### src/hdl/dcache_pkg.sv
package dcache_pkg;

  // word and address geometry
  localparam int unsigned XLEN   = 32;
  localparam int unsigned ADDR_W = 16;
  localparam int unsigned BE_W   = XLEN / 8;
  localparam int unsigned BSEL_W = $clog2(BE_W);

  typedef logic [XLEN-1:0]   word_t;
  typedef logic [ADDR_W-1:0] adr_t;
  typedef logic [BE_W-1:0]   be_t;

  typedef enum logic [1:0] {
    SIZE_BYTE,
    SIZE_HALF,
    SIZE_WORD
  } size_t;

  // commands from the controller to the bus master
  typedef enum logic [1:0] {
    LINE_NOP,
    LINE_EVICT,
    LINE_FILL
  } line_cmd_t;

  function automatic int unsigned idx_bits(int unsigned sets);
    return $clog2(sets);
  endfunction

  function automatic int unsigned offs_bits(int unsigned words);
    return $clog2(words);
  endfunction

  // whatever is left above index, word offset and byte select
  function automatic int unsigned tag_bits(int unsigned sets, int unsigned words);
    return ADDR_W - idx_bits(sets) - offs_bits(words) - BSEL_W;
  endfunction

endpackage

### src/hdl/dcache_req_if.sv
`timescale 1ns/1ns

interface dcache_req_if #(
  parameter int unsigned SETS       = 8,
  parameter int unsigned LINE_WORDS = 4
);

  localparam int unsigned IDX_W  = dcache_pkg::idx_bits(SETS);
  localparam int unsigned OFFS_W = dcache_pkg::offs_bits(LINE_WORDS);
  localparam int unsigned TAG_W  = dcache_pkg::tag_bits(SETS, LINE_WORDS);

  logic              valid;
  logic              we;
  logic [TAG_W-1:0]  tag;
  logic [IDX_W-1:0]  idx;
  logic [OFFS_W-1:0] offs;
  dcache_pkg::be_t   be;
  dcache_pkg::word_t wdata;
  // ack cycle of the controller
  logic              done;

  modport source (output valid, we, tag, idx, offs, be, wdata, input done);
  modport sink   (input valid, we, tag, idx, offs, be, wdata, output done);

endinterface

### src/hdl/dcache_line_if.sv
`timescale 1ns/1ns

interface dcache_line_if #(
  parameter int unsigned LINE_WORDS = 4
);

  // held until done or err, then back to nop
  dcache_pkg::line_cmd_t cmd;
  dcache_pkg::adr_t      line_adr;

  // victim line going out, fill line coming back
  logic [LINE_WORDS-1:0][dcache_pkg::XLEN-1:0] wline;
  logic [LINE_WORDS-1:0][dcache_pkg::XLEN-1:0] rline;

  logic done;
  logic err;

  modport source (
    output cmd, line_adr, wline,
    input  rline, done, err
  );

  modport sink (
    input  cmd, line_adr, wline,
    output rline, done, err
  );

endinterface

### src/hdl/dcache_ram.sv
`timescale 1ns/1ns

module dcache_ram #(
  parameter int unsigned DEPTH   = 8,
  parameter type         entry_t = logic
) (
  input  logic                     clk_i,
  input  logic                     we_i,
  input  logic [$clog2(DEPTH)-1:0] addr_i,
  input  entry_t                   wdata_i,
  output entry_t                   rdata_o
);

  entry_t mem_q [DEPTH];

  // read returns the old entry when written in the same cycle
  always_ff @(posedge clk_i) begin
    if (we_i) begin
      mem_q[addr_i] <= wdata_i;
    end
    rdata_o <= mem_q[addr_i];
  end

endmodule

### src/hdl/dcache_req_stage.sv
`timescale 1ns/1ns

module dcache_req_stage #(
  parameter int unsigned SETS       = 8,
  parameter int unsigned LINE_WORDS = 4
) (
  input  logic              clk_i,
  input  logic              rst_ni,
  input  logic              req_i,
  input  logic              we_i,
  input  dcache_pkg::adr_t  adr_i,
  input  dcache_pkg::size_t size_i,
  input  dcache_pkg::word_t d_i,
  output logic              stall_o,
  dcache_req_if.source      req
);

  localparam int unsigned IDX_W  = dcache_pkg::idx_bits(SETS);
  localparam int unsigned OFFS_W = dcache_pkg::offs_bits(LINE_WORDS);
  localparam int unsigned BSEL_W = dcache_pkg::BSEL_W;

  logic                    accept;
  logic [BSEL_W-1:0]       bsel;
  dcache_pkg::be_t         be_d;

  assign bsel    = adr_i[BSEL_W-1:0];
  assign stall_o = req.valid & ~req.done;
  assign accept  = req_i & ~stall_o;

  // lanes touched by the access
  always_comb begin
    case (size_i)
      dcache_pkg::SIZE_BYTE: be_d = dcache_pkg::be_t'(1) << bsel;
      dcache_pkg::SIZE_HALF: be_d = dcache_pkg::be_t'(3) << bsel;
      default:               be_d = '1;
    endcase
  end

  always_ff @(posedge clk_i or negedge rst_ni) begin
    if (!rst_ni) begin
      req.valid <= 1'b0;
    end else if (accept) begin
      req.valid <= 1'b1;
    end else if (req.done) begin
      req.valid <= 1'b0;
    end
  end

  // address split and store data moved onto its byte lanes
  always_ff @(posedge clk_i) begin
    if (accept) begin
      req.we    <= we_i;
      req.tag   <= adr_i[dcache_pkg::ADDR_W-1:IDX_W+OFFS_W+BSEL_W];
      req.idx   <= adr_i[OFFS_W+BSEL_W +: IDX_W];
      req.offs  <= adr_i[BSEL_W +: OFFS_W];
      req.be    <= be_d;
      req.wdata <= d_i << {bsel, 3'b000};
    end
  end

endmodule

### src/hdl/dcache_ctrl.sv
`timescale 1ns/1ns

module dcache_ctrl #(
  parameter int unsigned SETS       = 8,
  parameter int unsigned LINE_WORDS = 4
) (
  input  logic              clk_i,
  input  logic              rst_ni,
  dcache_req_if.sink        req,
  dcache_line_if.source     line,
  output logic              ack_o,
  output logic              err_o,
  output dcache_pkg::word_t q_o
);

  localparam int unsigned OFFS_W = dcache_pkg::offs_bits(LINE_WORDS);
  localparam int unsigned TAG_W  = dcache_pkg::tag_bits(SETS, LINE_WORDS);
  localparam int unsigned BSEL_W = dcache_pkg::BSEL_W;

  typedef logic [TAG_W-1:0]                           tag_t;
  typedef logic [LINE_WORDS-1:0][dcache_pkg::XLEN-1:0] line_t;
  typedef enum logic [2:0] {ARMED, LOOKUP, EVICT, FILL, RECOVER} state_t;

  state_t            state_q;
  logic [SETS-1:0]   valid_q;
  logic [SETS-1:0]   dirty_q;
  tag_t              tag_rdata;
  line_t             line_rdata;
  line_t             line_wdata;
  line_t             merged;
  logic              hit;
  logic              tag_we;
  logic              line_we;
  logic [BSEL_W-1:0] lo_byte;
  dcache_pkg::word_t masked;

  ////////////////////////////////////////////////////////////////////////////
  // tag and data storage addressed by the request index
  ////////////////////////////////////////////////////////////////////////////

  dcache_ram #(.DEPTH(SETS), .entry_t(tag_t)) tag_ram_i (
    .clk_i   (clk_i),
    .we_i    (tag_we),
    .addr_i  (req.idx),
    .wdata_i (req.tag),
    .rdata_o (tag_rdata)
  );

  dcache_ram #(.DEPTH(SETS), .entry_t(line_t)) data_ram_i (
    .clk_i   (clk_i),
    .we_i    (line_we),
    .addr_i  (req.idx),
    .wdata_i (line_wdata),
    .rdata_o (line_rdata)
  );

  assign hit        = valid_q[req.idx] && (tag_rdata == req.tag);
  assign tag_we     = (state_q == FILL) && line.done;
  assign line_we    = tag_we || ((state_q == LOOKUP) && hit && req.we);
  assign line_wdata = (state_q == FILL) ? line.rline : merged;
  assign line.wline = line_rdata;
  assign req.done   = ack_o;

  // store merge and load extraction
  always_comb begin
    merged  = line_rdata;
    lo_byte = '0;
    for (int b = 0; b < dcache_pkg::BE_W; b++) begin
      if (req.be[b]) begin
        merged[req.offs][8*b +: 8] = req.wdata[8*b +: 8];
      end
      masked[8*b +: 8] = req.be[b] ? line_rdata[req.offs][8*b +: 8] : 8'h00;
    end
    for (int b = dcache_pkg::BE_W - 1; b >= 0; b--) begin
      if (req.be[b]) begin
        lo_byte = BSEL_W'(b);
      end
    end
  end

  ////////////////////////////////////////////////////////////////////////////
  // controller FSM
  ////////////////////////////////////////////////////////////////////////////

  always_ff @(posedge clk_i or negedge rst_ni) begin
    if (!rst_ni) begin
      state_q  <= ARMED;
      valid_q  <= '0;
      dirty_q  <= '0;
      ack_o    <= 1'b0;
      err_o    <= 1'b0;
      line.cmd <= dcache_pkg::LINE_NOP;
    end else begin
      ack_o <= 1'b0;
      err_o <= 1'b0;
      case (state_q)
        ARMED: begin
          // ignore the request still showing in its own ack cycle
          if (req.valid && !req.done) begin
            state_q <= LOOKUP;
          end
        end
        LOOKUP: begin
          if (hit) begin
            ack_o   <= 1'b1;
            state_q <= ARMED;
            if (req.we) begin
              dirty_q[req.idx] <= 1'b1;
            end
          end else if (valid_q[req.idx] && dirty_q[req.idx]) begin
            line.cmd <= dcache_pkg::LINE_EVICT;
            state_q  <= EVICT;
          end else begin
            state_q <= FILL;
          end
        end
        EVICT: begin
          if (line.done || line.err) begin
            line.cmd         <= dcache_pkg::LINE_NOP;
            dirty_q[req.idx] <= 1'b0;
            state_q          <= FILL;
            if (line.err) begin
              valid_q[req.idx] <= 1'b0;
              ack_o            <= 1'b1;
              err_o            <= 1'b1;
              state_q          <= ARMED;
            end
          end
        end
        FILL: begin
          if (line.cmd == dcache_pkg::LINE_NOP) begin
            line.cmd <= dcache_pkg::LINE_FILL;
          end else if (line.done) begin
            line.cmd         <= dcache_pkg::LINE_NOP;
            valid_q[req.idx] <= 1'b1;
            dirty_q[req.idx] <= 1'b0;
            state_q          <= RECOVER;
          end else if (line.err) begin
            line.cmd         <= dcache_pkg::LINE_NOP;
            valid_q[req.idx] <= 1'b0;
            ack_o            <= 1'b1;
            err_o            <= 1'b1;
            state_q          <= ARMED;
          end
        end
        // array read again, then lookup hits
        RECOVER: state_q <= LOOKUP;
        default: state_q <= ARMED;
      endcase
    end
  end

  always_ff @(posedge clk_i) begin
    if (state_q == LOOKUP) begin
      line.line_adr <= {tag_rdata, req.idx, {(OFFS_W+BSEL_W){1'b0}}};
    end
    if ((state_q == FILL) && (line.cmd == dcache_pkg::LINE_NOP)) begin
      line.line_adr <= {req.tag, req.idx, {(OFFS_W+BSEL_W){1'b0}}};
    end
    if ((state_q == LOOKUP) && hit) begin
      q_o <= masked >> {lo_byte, 3'b000};
    end
  end

endmodule

### src/hdl/dcache_wb_master.sv
`timescale 1ns/1ns

module dcache_wb_master #(
  parameter int unsigned LINE_WORDS = 4
) (
  input  logic              clk_i,
  input  logic              rst_ni,
  dcache_line_if.sink       line,
  output logic              wb_cyc_o,
  output logic              wb_stb_o,
  output logic              wb_we_o,
  output dcache_pkg::adr_t  wb_adr_o,
  output dcache_pkg::be_t   wb_sel_o,
  output dcache_pkg::word_t wb_dat_o,
  input  dcache_pkg::word_t wb_dat_i,
  input  logic              wb_ack_i,
  input  logic              wb_err_i
);

  localparam int unsigned OFFS_W = dcache_pkg::offs_bits(LINE_WORDS);
  localparam int unsigned BSEL_W = dcache_pkg::BSEL_W;

  typedef enum logic [1:0] {IDLE, BUS, GAP, DONE} state_t;

  state_t            state_q;
  logic [OFFS_W-1:0] cnt_q;
  logic              last;

  assign last     = (cnt_q == OFFS_W'(LINE_WORDS - 1));
  assign wb_adr_o = {line.line_adr[dcache_pkg::ADDR_W-1:OFFS_W+BSEL_W], cnt_q,
                     {BSEL_W{1'b0}}};
  assign wb_dat_o = line.wline[cnt_q];
  assign wb_sel_o = '1;

  ////////////////////////////////////////////////////////////////////////////
  // one classic cycle per word with stb low for a cycle in between
  ////////////////////////////////////////////////////////////////////////////

  always_ff @(posedge clk_i or negedge rst_ni) begin
    if (!rst_ni) begin
      state_q   <= IDLE;
      cnt_q     <= '0;
      wb_cyc_o  <= 1'b0;
      wb_stb_o  <= 1'b0;
      wb_we_o   <= 1'b0;
      line.done <= 1'b0;
      line.err  <= 1'b0;
    end else begin
      case (state_q)
        IDLE: begin
          if (line.cmd != dcache_pkg::LINE_NOP) begin
            wb_cyc_o <= 1'b1;
            wb_stb_o <= 1'b1;
            wb_we_o  <= (line.cmd == dcache_pkg::LINE_EVICT);
            cnt_q    <= '0;
            state_q  <= BUS;
          end
        end
        BUS: begin
          if (wb_err_i) begin
            // first error ends the whole line
            wb_cyc_o <= 1'b0;
            wb_stb_o <= 1'b0;
            line.err <= 1'b1;
            state_q  <= DONE;
          end else if (wb_ack_i) begin
            wb_stb_o <= 1'b0;
            if (last) begin
              wb_cyc_o  <= 1'b0;
              line.done <= 1'b1;
              state_q   <= DONE;
            end else begin
              cnt_q   <= cnt_q + 1'b1;
              state_q <= GAP;
            end
          end
        end
        GAP: begin
          wb_stb_o <= 1'b1;
          state_q  <= BUS;
        end
        default: begin
          // controller drops cmd on this edge
          line.done <= 1'b0;
          line.err  <= 1'b0;
          wb_we_o   <= 1'b0;
          state_q   <= IDLE;
        end
      endcase
    end
  end

  // fill words collected in place
  always_ff @(posedge clk_i) begin
    if ((state_q == BUS) && wb_ack_i && !wb_we_o) begin
      line.rline[cnt_q] <= wb_dat_i;
    end
  end

endmodule

### src/hdl/dcache_top.sv
`timescale 1ns/1ns

module dcache_top #(
  parameter int unsigned SETS       = 8,
  parameter int unsigned LINE_WORDS = 4
) (
  input  logic              clk_i,
  input  logic              rst_ni,

  // core port
  input  logic              req_i,
  input  logic              we_i,
  input  dcache_pkg::adr_t  adr_i,
  input  dcache_pkg::size_t size_i,
  input  dcache_pkg::word_t d_i,
  output logic              stall_o,
  output logic              ack_o,
  output logic              err_o,
  output dcache_pkg::word_t q_o,

  // wishbone classic master
  output logic              wb_cyc_o,
  output logic              wb_stb_o,
  output logic              wb_we_o,
  output dcache_pkg::adr_t  wb_adr_o,
  output dcache_pkg::be_t   wb_sel_o,
  output dcache_pkg::word_t wb_dat_o,
  input  dcache_pkg::word_t wb_dat_i,
  input  logic              wb_ack_i,
  input  logic              wb_err_i
);

  dcache_req_if #(.SETS(SETS), .LINE_WORDS(LINE_WORDS)) req_if_i ();
  dcache_line_if #(.LINE_WORDS(LINE_WORDS)) line_if_i ();

  dcache_req_stage #(.SETS(SETS), .LINE_WORDS(LINE_WORDS)) req_stage_i (
    .clk_i   (clk_i),
    .rst_ni  (rst_ni),
    .req_i   (req_i),
    .we_i    (we_i),
    .adr_i   (adr_i),
    .size_i  (size_i),
    .d_i     (d_i),
    .stall_o (stall_o),
    .req     (req_if_i.source)
  );

  dcache_ctrl #(.SETS(SETS), .LINE_WORDS(LINE_WORDS)) ctrl_i (
    .clk_i  (clk_i),
    .rst_ni (rst_ni),
    .req    (req_if_i.sink),
    .line   (line_if_i.source),
    .ack_o  (ack_o),
    .err_o  (err_o),
    .q_o    (q_o)
  );

  dcache_wb_master #(.LINE_WORDS(LINE_WORDS)) wb_master_i (
    .clk_i    (clk_i),
    .rst_ni   (rst_ni),
    .line     (line_if_i.sink),
    .wb_cyc_o (wb_cyc_o),
    .wb_stb_o (wb_stb_o),
    .wb_we_o  (wb_we_o),
    .wb_adr_o (wb_adr_o),
    .wb_sel_o (wb_sel_o),
    .wb_dat_o (wb_dat_o),
    .wb_dat_i (wb_dat_i),
    .wb_ack_i (wb_ack_i),
    .wb_err_i (wb_err_i)
  );

endmodule

### config.mk
export PLATFORM = sky130hd
export DESIGN_NAME = dcache_top
export DESIGN_NICKNAME = d
export VERILOG_FILES = /design/src/hdl/dcache_pkg.sv /design/src/hdl/dcache_req_if.sv /design/src/hdl/dcache_line_if.sv /design/src/hdl/dcache_ram.sv /design/src/hdl/dcache_req_stage.sv /design/src/hdl/dcache_ctrl.sv /design/src/hdl/dcache_wb_master.sv /design/src/hdl/dcache_top.sv
export SDC_FILE = /design/constraint.sdc
export NUM_CORES = 2
export LEC_CHECK = 0
export BUFFER_PORTS_ARGS = -buffer_cell sky130_fd_sc_hd__buf_2
export CAP_MARGIN = 20
export CORE_MARGIN = 10
export CORE_UTILIZATION = 35
export DETAILED_ROUTE_END_ITERATION = 12
export GPL_ROUTABILITY_DRIVEN = 0
export MAX_ROUTING_LAYER = met4
export PLACE_DENSITY_LB_ADDON = 0.05
export SETUP_SLACK_MARGIN = 0.2
export SYNTH_ARGS = -nofsm -noshare
export SYNTH_HDL_FRONTEND = slang
export SYNTH_SLANG_ARGS = --single-unit
### constraint.sdc
create_clock -name clk_i -period 6.69 [get_ports clk_i]
set_input_delay 1.338 -clock clk_i [delete_from_list [all_inputs] [get_ports clk_i]]
set_output_delay 1.338 -clock clk_i [all_outputs]
set_load 0.02 [all_outputs]
Word-level counts from Yosys, hierarchy flattened
Memories as Yosys holds them, arrays and structs flattened. A register that Yosys moved wholly into a read port is not among the register bits. Cells that the tools add are included.

$add $sub $neg: 1. $lt $le $gt $ge: 6. Eq/ne operators: 28. Shifts and indexed selects: 4. Mux-type cells: 107. Bitwise logic cells: 11. Reductions and logical operators: 40.

Operators by type and width (count): bitwise mux 128 bit (5); two-way mux 128 bit (5); demux 32 bit (select 2 bit) (5); binary-select mux 32 bit (select 2 bit) (2); two-way mux 32 bit (4); two-way mux 8 bit (14); two-way mux 16 bit (3); two-way mux 2 bit (18); left shift 32 x 5 -> 32 bit (1); right shift 32 x 5 -> 32 bit (1); two-way mux 1 bit (27); two-way mux 24 bit (1); case mux 8 bit (3 select lines) (1); two-way mux 3 bit (6); AND 8 bit (2); bitwise OR 8 bit (2); case mux 8 bit (2 select lines) (1); case mux 3 bit (5 select lines) (1); != test 2 x 1 -> 1 bit, second input constant (7); != test 2 bit, second input constant (7); logical AND 1 bit (12); case mux 2 bit (3 select lines) (2); AND reduction 4 bit (3); case mux 1 bit (2 select lines) (5); other kinds (36) (62).

Flip-flop bits (word level): 256. RAM bits: 1096. Word-level logic and storage cells: 225. Memories: 2.

Memory list: ctrl_i.data_ram_i.mem_q (depth 8, bits a word 128, read ports 1, clocked after memory_dff 1, wr ports 1, RTL line dcache_ram.sv:14) `entry_t mem_q [DEPTH];`; ctrl_i.tag_ram_i.mem_q (depth 8, bits a word 9, read ports 1, clocked after memory_dff 1, wr ports 1, RTL line dcache_ram.sv:14).

Logic depth before layout (Yosys ltp)
Depth in word-level cells: 13. Gate-level depth with buffers: 9. Depth with buffers taken out: 7.

Cells and area by module
From an unflattened synthesis, not the netlist that was laid out.

Cells, all modules: 3110. Area, all modules: 58742.6 um^2.

Modules (own cells, without submodules): dcache_ram (ctrl_i.data_ram_i) (instances 1, cells each 1806, area each 41262.1 um^2); dcache_ctrl (instances 1, cells each 773, area each 6820.3 um^2); dcache_wb_master (instances 1, cells each 251, area each 5436.5 um^2); dcache_ram (ctrl_i.tag_ram_i) (instances 1, cells each 152, area each 3050.4 um^2); dcache_req_stage (instances 1, cells each 128, area each 2173.3 um^2).

Worst setup path after synthesis
Ideal clock, no wire load.

Path type: register -> register. Start point: register req_stage_i.req.idx[0]. End point: memory ctrl_i.data_ram_i.mem_q[5][0] (netlist name), enable pin. Library setup time: 617 ps. Data arrival time: 6757 ps. Setup slack: -684 ps. Cell stages (with the launch flop): 8. Buffers on the path: 4. Clock period less this slack: 7374 ps. Cells stage by stage: edfxtp_1 -> buf_6 -> buf_2 -> nor2b_1 -> buf_2 -> clkbuf_1 -> nand2_1 -> nor2_1.

Longest elaborated chain between the ends: 8.

Ends and longest elaborated chain: start: declaration (RTL line dcache_req_if.sv:22) `modport source (output valid, we, tag, idx, offs, be, wdata, input done);`; start signal: assignment (RTL line dcache_req_stage.sv:54) `req.idx <= adr_i[OFFS_W+BSEL_W +: IDX_W];`; binary-select mux 1 bit (select 3 bit) (RTL line dcache_ctrl.sv:57) `assign hit = valid_q[req.idx] && (tag_rdata == req.tag);`; two-way mux 1 bit (implied by the code) (RTL line dcache_ctrl.sv:57); logical AND 1 bit (RTL line dcache_ctrl.sv:57); logical AND 1 bit (2 in a row) (RTL line dcache_ctrl.sv:59) `assign line_we = tag_we || ((state_q == LOOKUP) && hit && req.we);`; logical OR 1 bit (RTL line dcache_ctrl.sv:59); two-way mux 1 bit (RTL line dcache_ram.sv:18) `if (we_i) begin`; two-way mux 1 bit (implied by the code) (RTL line dcache_ram.sv:19) `mem_q[addr_i] <= wdata_i;`; end: declaration (RTL line dcache_ram.sv:14).

Parallel ways exist; a longest one is shown, timed or not. The select of a mux whose other input is x is not followed.

Worst setup path in the final report
Start point: register req_stage_i.req.tag[8]. End point: memory ctrl_i.data_ram_i.mem_q[6][65] (netlist name), enable pin.

Longest elaborated chain between the ends: 7.

Ends and longest elaborated chain: start: declaration (RTL line dcache_req_if.sv:22); start signal: assignment (RTL line dcache_req_stage.sv:53) `req.tag <= adr_i[dcache_pkg::ADDR_W-1:IDX_W+OFFS_W+BSEL_W];`; == test 9 bit (RTL line dcache_ctrl.sv:57); logical AND 1 bit (RTL line dcache_ctrl.sv:57); logical AND 1 bit (2 in a row) (RTL line dcache_ctrl.sv:59); logical OR 1 bit (RTL line dcache_ctrl.sv:59); two-way mux 1 bit (RTL line dcache_ram.sv:18); two-way mux 1 bit (implied by the code) (RTL line dcache_ram.sv:19).

No other way between the ends.

==> reports/qor.yml <==
cts:
  clkSlewWorstSetupHoldPaths_ns: 0.06
  htree_levels: 4
  insertion_delay_ns: 0.80
  cts_tree: "built"
  cts-resized-gates: 0
  clockBufferDepth: 3
  cts.sinks: 1489
  root_buffer: "clkbuf_16"
  cts_buffers: 165
  cts_setup_buffers: 0
  cts_hold_buf: 0
logic_synthesis:
  synth_flop_cell: "edfxtp_1"
  synth_top_area_share_pct: 68.9
  ys_top_cells_by_area: "edfxtp_1, dfxtp_1, mux2i_1"
  synth-edff-count: 1319
  synth.largest_area_cell: "edfxtp_1"
  syn-cell-area_um2: 57500
  synth_cell_types: 58
  ys_seq_elements: 1489
  syn_inst: 3467
  synth_area_per_cell_um2: 16.6
  synthTopCellsByCount: "edfxtp_1, nand2_1, o21ai_0"
  yosysMostFrequentCell: "edfxtp_1"
  synth-async-reset-ratio_pct: 2.22
  ys_seq_area_share_pct: 75.1
  ys_warn_count: 0
timing:
  timing.hold.ws_ns: 0.433
  setup_slack_ns: 2.21
  finalCritPeriodShare_pct: 67.0
  setup_tns_ns: 0
  max_freq_mhz: 223
  finClkSkew_ns: 0.0318
  worstMarginPinSlew_ns: 1.11
  hold_viol_final: 0
  max_slew_margin_pct: 24.9
  setup_viol: 0
  post-route-min-period_ns: 4.48
  rsz0062_at_grt: "false"
  slew_violations: 0
grt:
  antenna_found_initial: 12
  grt_overflow: 0
  grt_max_degree: 105
  grt_pass1_vias: 34191
  grt_pass1_wl_um: 283000
  grt_usage_pct: 22.9
placement:
  place_area_um2: 61400
  pre_cts_ws_ns: 2.16
  hpwlAfterDp_um: 122000
  port_buffers: 171
worst_setup_path:
  worstSetupStartpointType: "register"
  critPathRequiredTime_ns: 7.09
  cp-end-kind: "register"
  critPathKind: "register to register"
  worstPathArrival_ns: 4.88
  critPathMaxFanout: 87
power_and_ir_drop:
  power_mw: 27.0
  p_per_area_nw_per_um2: 406
  vdd_ir_drop_max_mv: 0.302
  leakagePower_nw: 22.5
layout:
  stdcell_area_um2: 66600
  syn2layout_area_growth_pct: 15.9
  final.fill_count: 14859
  nets: 3806
  seq_area_um2: 43200
  multiInputGateArea_um2: 13400
  drive_above_1_share_pct: 19.8
routing:
  viasPerCell: 5.64
  drt_iter0_drc: 3711
  drc: 0
  wl_per_cell_um: 34.1
  drtAntennaViolNets: 0
  finalWirelength_um: 205000
  vias: 33984
  firstDrtPassIters: 6
floorplan:
  io_pins: 178
  die_area_um2: 181000
  placementRows: 148
  initial_core_util_pct: 35.3
  core_um2: 163000
  die_w_um: 425
  die_y_um: 425
run:
  maxCapViolations: 0
outcome:
  status: "completed"
min_path:
  hp-class: "register to register"
[critical path, cell delays in order (launching register included)]
cell,delay (ns)
edfxtp_1,0.53
xor2_1,0.23
nor4_1,0.59
nand4b_1,0.59
o21a_1,0.62
nor2_4,0.76
buf_12,0.66
[per-layer routing]
metal / vias up / track usage (%) / wire length (um)
met5: - / - / 0
met4: 0 / 6.53 / 6010
met3: 257 / 3.23 / 11100
met2: 1189 / 36.8 / 99200
met1: 18222 / 30.5 / 89200
li1: 14316 / - / -
[report_power, final]
| part | switching [mW] | internal [mW] | total (mW) |
|---|---|---|---|
| registers | 0.566 | 11.9 | 12.4 |
| clock network | 3.71 | 5.05 | 8.76 |
| logic | 4.26 | 1.58 | 5.84 |
[sequential cells by signal, summed over array words and instances, names as in the netlist, 2 cells and up, named ones only]
name and count:
ctrl_i.data_ram_i.mem_q 1024, ctrl_i.tag_ram_i.rdata_o 9, req_stage_i.req.idx 3, req_stage_i.req.wdata 32, ctrl_i.line.cmd 2, ctrl_i.tag_ram_i.mem_q 72, req_stage_i.req.offs 2, ctrl_i.data_ram_i.rdata_o 128
ctrl_i.line.line_adr 12, wb_master_i.cnt_q 2, ctrl_i.valid_q 8, wb_master_i.line.rline 128, ctrl_i.q_o 32, wb_master_i.state_q 2, ctrl_i.state_q 3, req_stage_i.req.tag 9
req_stage_i.req.be 4
[placed cells by master, fill, tap and decap left out, drive strengths merged, types with 3 or more instances in the layout]
master and n:
a21oi 122, o21ai 266, o211ai 18, bufinv 6, mux4 88, clkbuf 253, mux2i 248, a222oi 29
inv 24, nor2 132, a22oi 118, o22ai 14, and2 17, a211oi 9, nand2 268, xor2 9
a21o 3, buf 288, nand3 18, edfxtp 1319, nor3 9, dfxtp 137, ha 8, nor2b 17
clkinvlp 5, a221oi 123, and3 11, dfrtp 33, mux2 109, clkinv 42, a22o 21, nand2b 6
a221o 29, o221ai 22, conb 6
[cell families after synthesis]
| family | after synthesis | synth area share [%] |
|---|---|---|
| buffers and inverters | 240 | 1.87 |
| muxes | 445 | 9.91 |
| adders and majority gates | 8 | 0.174 |
| and+or+nand+nor | 490 | 3.61 |
| xor gates and xnor gates | 9 | 0.137 |
| AOI/OAI and AO/OA | 784 | 9.14 |
| DFF | 1489 | 75.1 |
| other | 2 | 0.0131 |
[area by class of cell]
type | instances | share of cell area [%]
flip-flops and latches | 1489 | 64.8
multi-input cells | 1742 | 20.2
clock buffers | 245 | 6.98
well taps | 2175 | 4.08
repair buffers | 296 | 3.07
clock inverters | 61 | 0.783
inverters | 16 | 0.0939
diodes | 2 | 0.00751
[worst paths after layout]
path | from | to | slack [ns] | depth (start not counted)
worst max-delay path | req_stage_i.req.tag[8]$_DFFE_PP_ | ctrl_i.data_ram_i.mem_q[6][65]$_DFFE_PP_ | 2.21 | 6
worst min-delay path | ctrl_i.data_ram_i.mem_q[3][47]$_DFFE_PP_ | ctrl_i.data_ram_i.rdata_o[47]$_DFF_P_ | 0.43 | 2
worst max register to register | req_stage_i.req.tag[8]$_DFFE_PP_ | ctrl_i.data_ram_i.mem_q[6][65]$_DFFE_PP_ | 2.21 | 6
worst min register to register | ctrl_i.data_ram_i.mem_q[3][47]$_DFFE_PP_ | ctrl_i.data_ram_i.rdata_o[47]$_DFF_P_ | 0.43 | 2
max in group asynchronous | rst_ni | wb_master_i.cnt_q[0]$_DFFE_PN0P_ | 5.51 | 1
min in group asynchronous | rst_ni | ctrl_i.state_q[0]$_DFFE_PN0P_ | 0.62 | 1
[stage by stage]
step,std cells,util [%]
3_5_place_dp,5708,37.7
4_1_cts,6014,40.8
6_report,6026,40.9
5_1_grt,6024,40.9
2_1_floorplan,3471,-
3_3_place_gp,5705,37.6
Power figures use the tool's default switching activity.
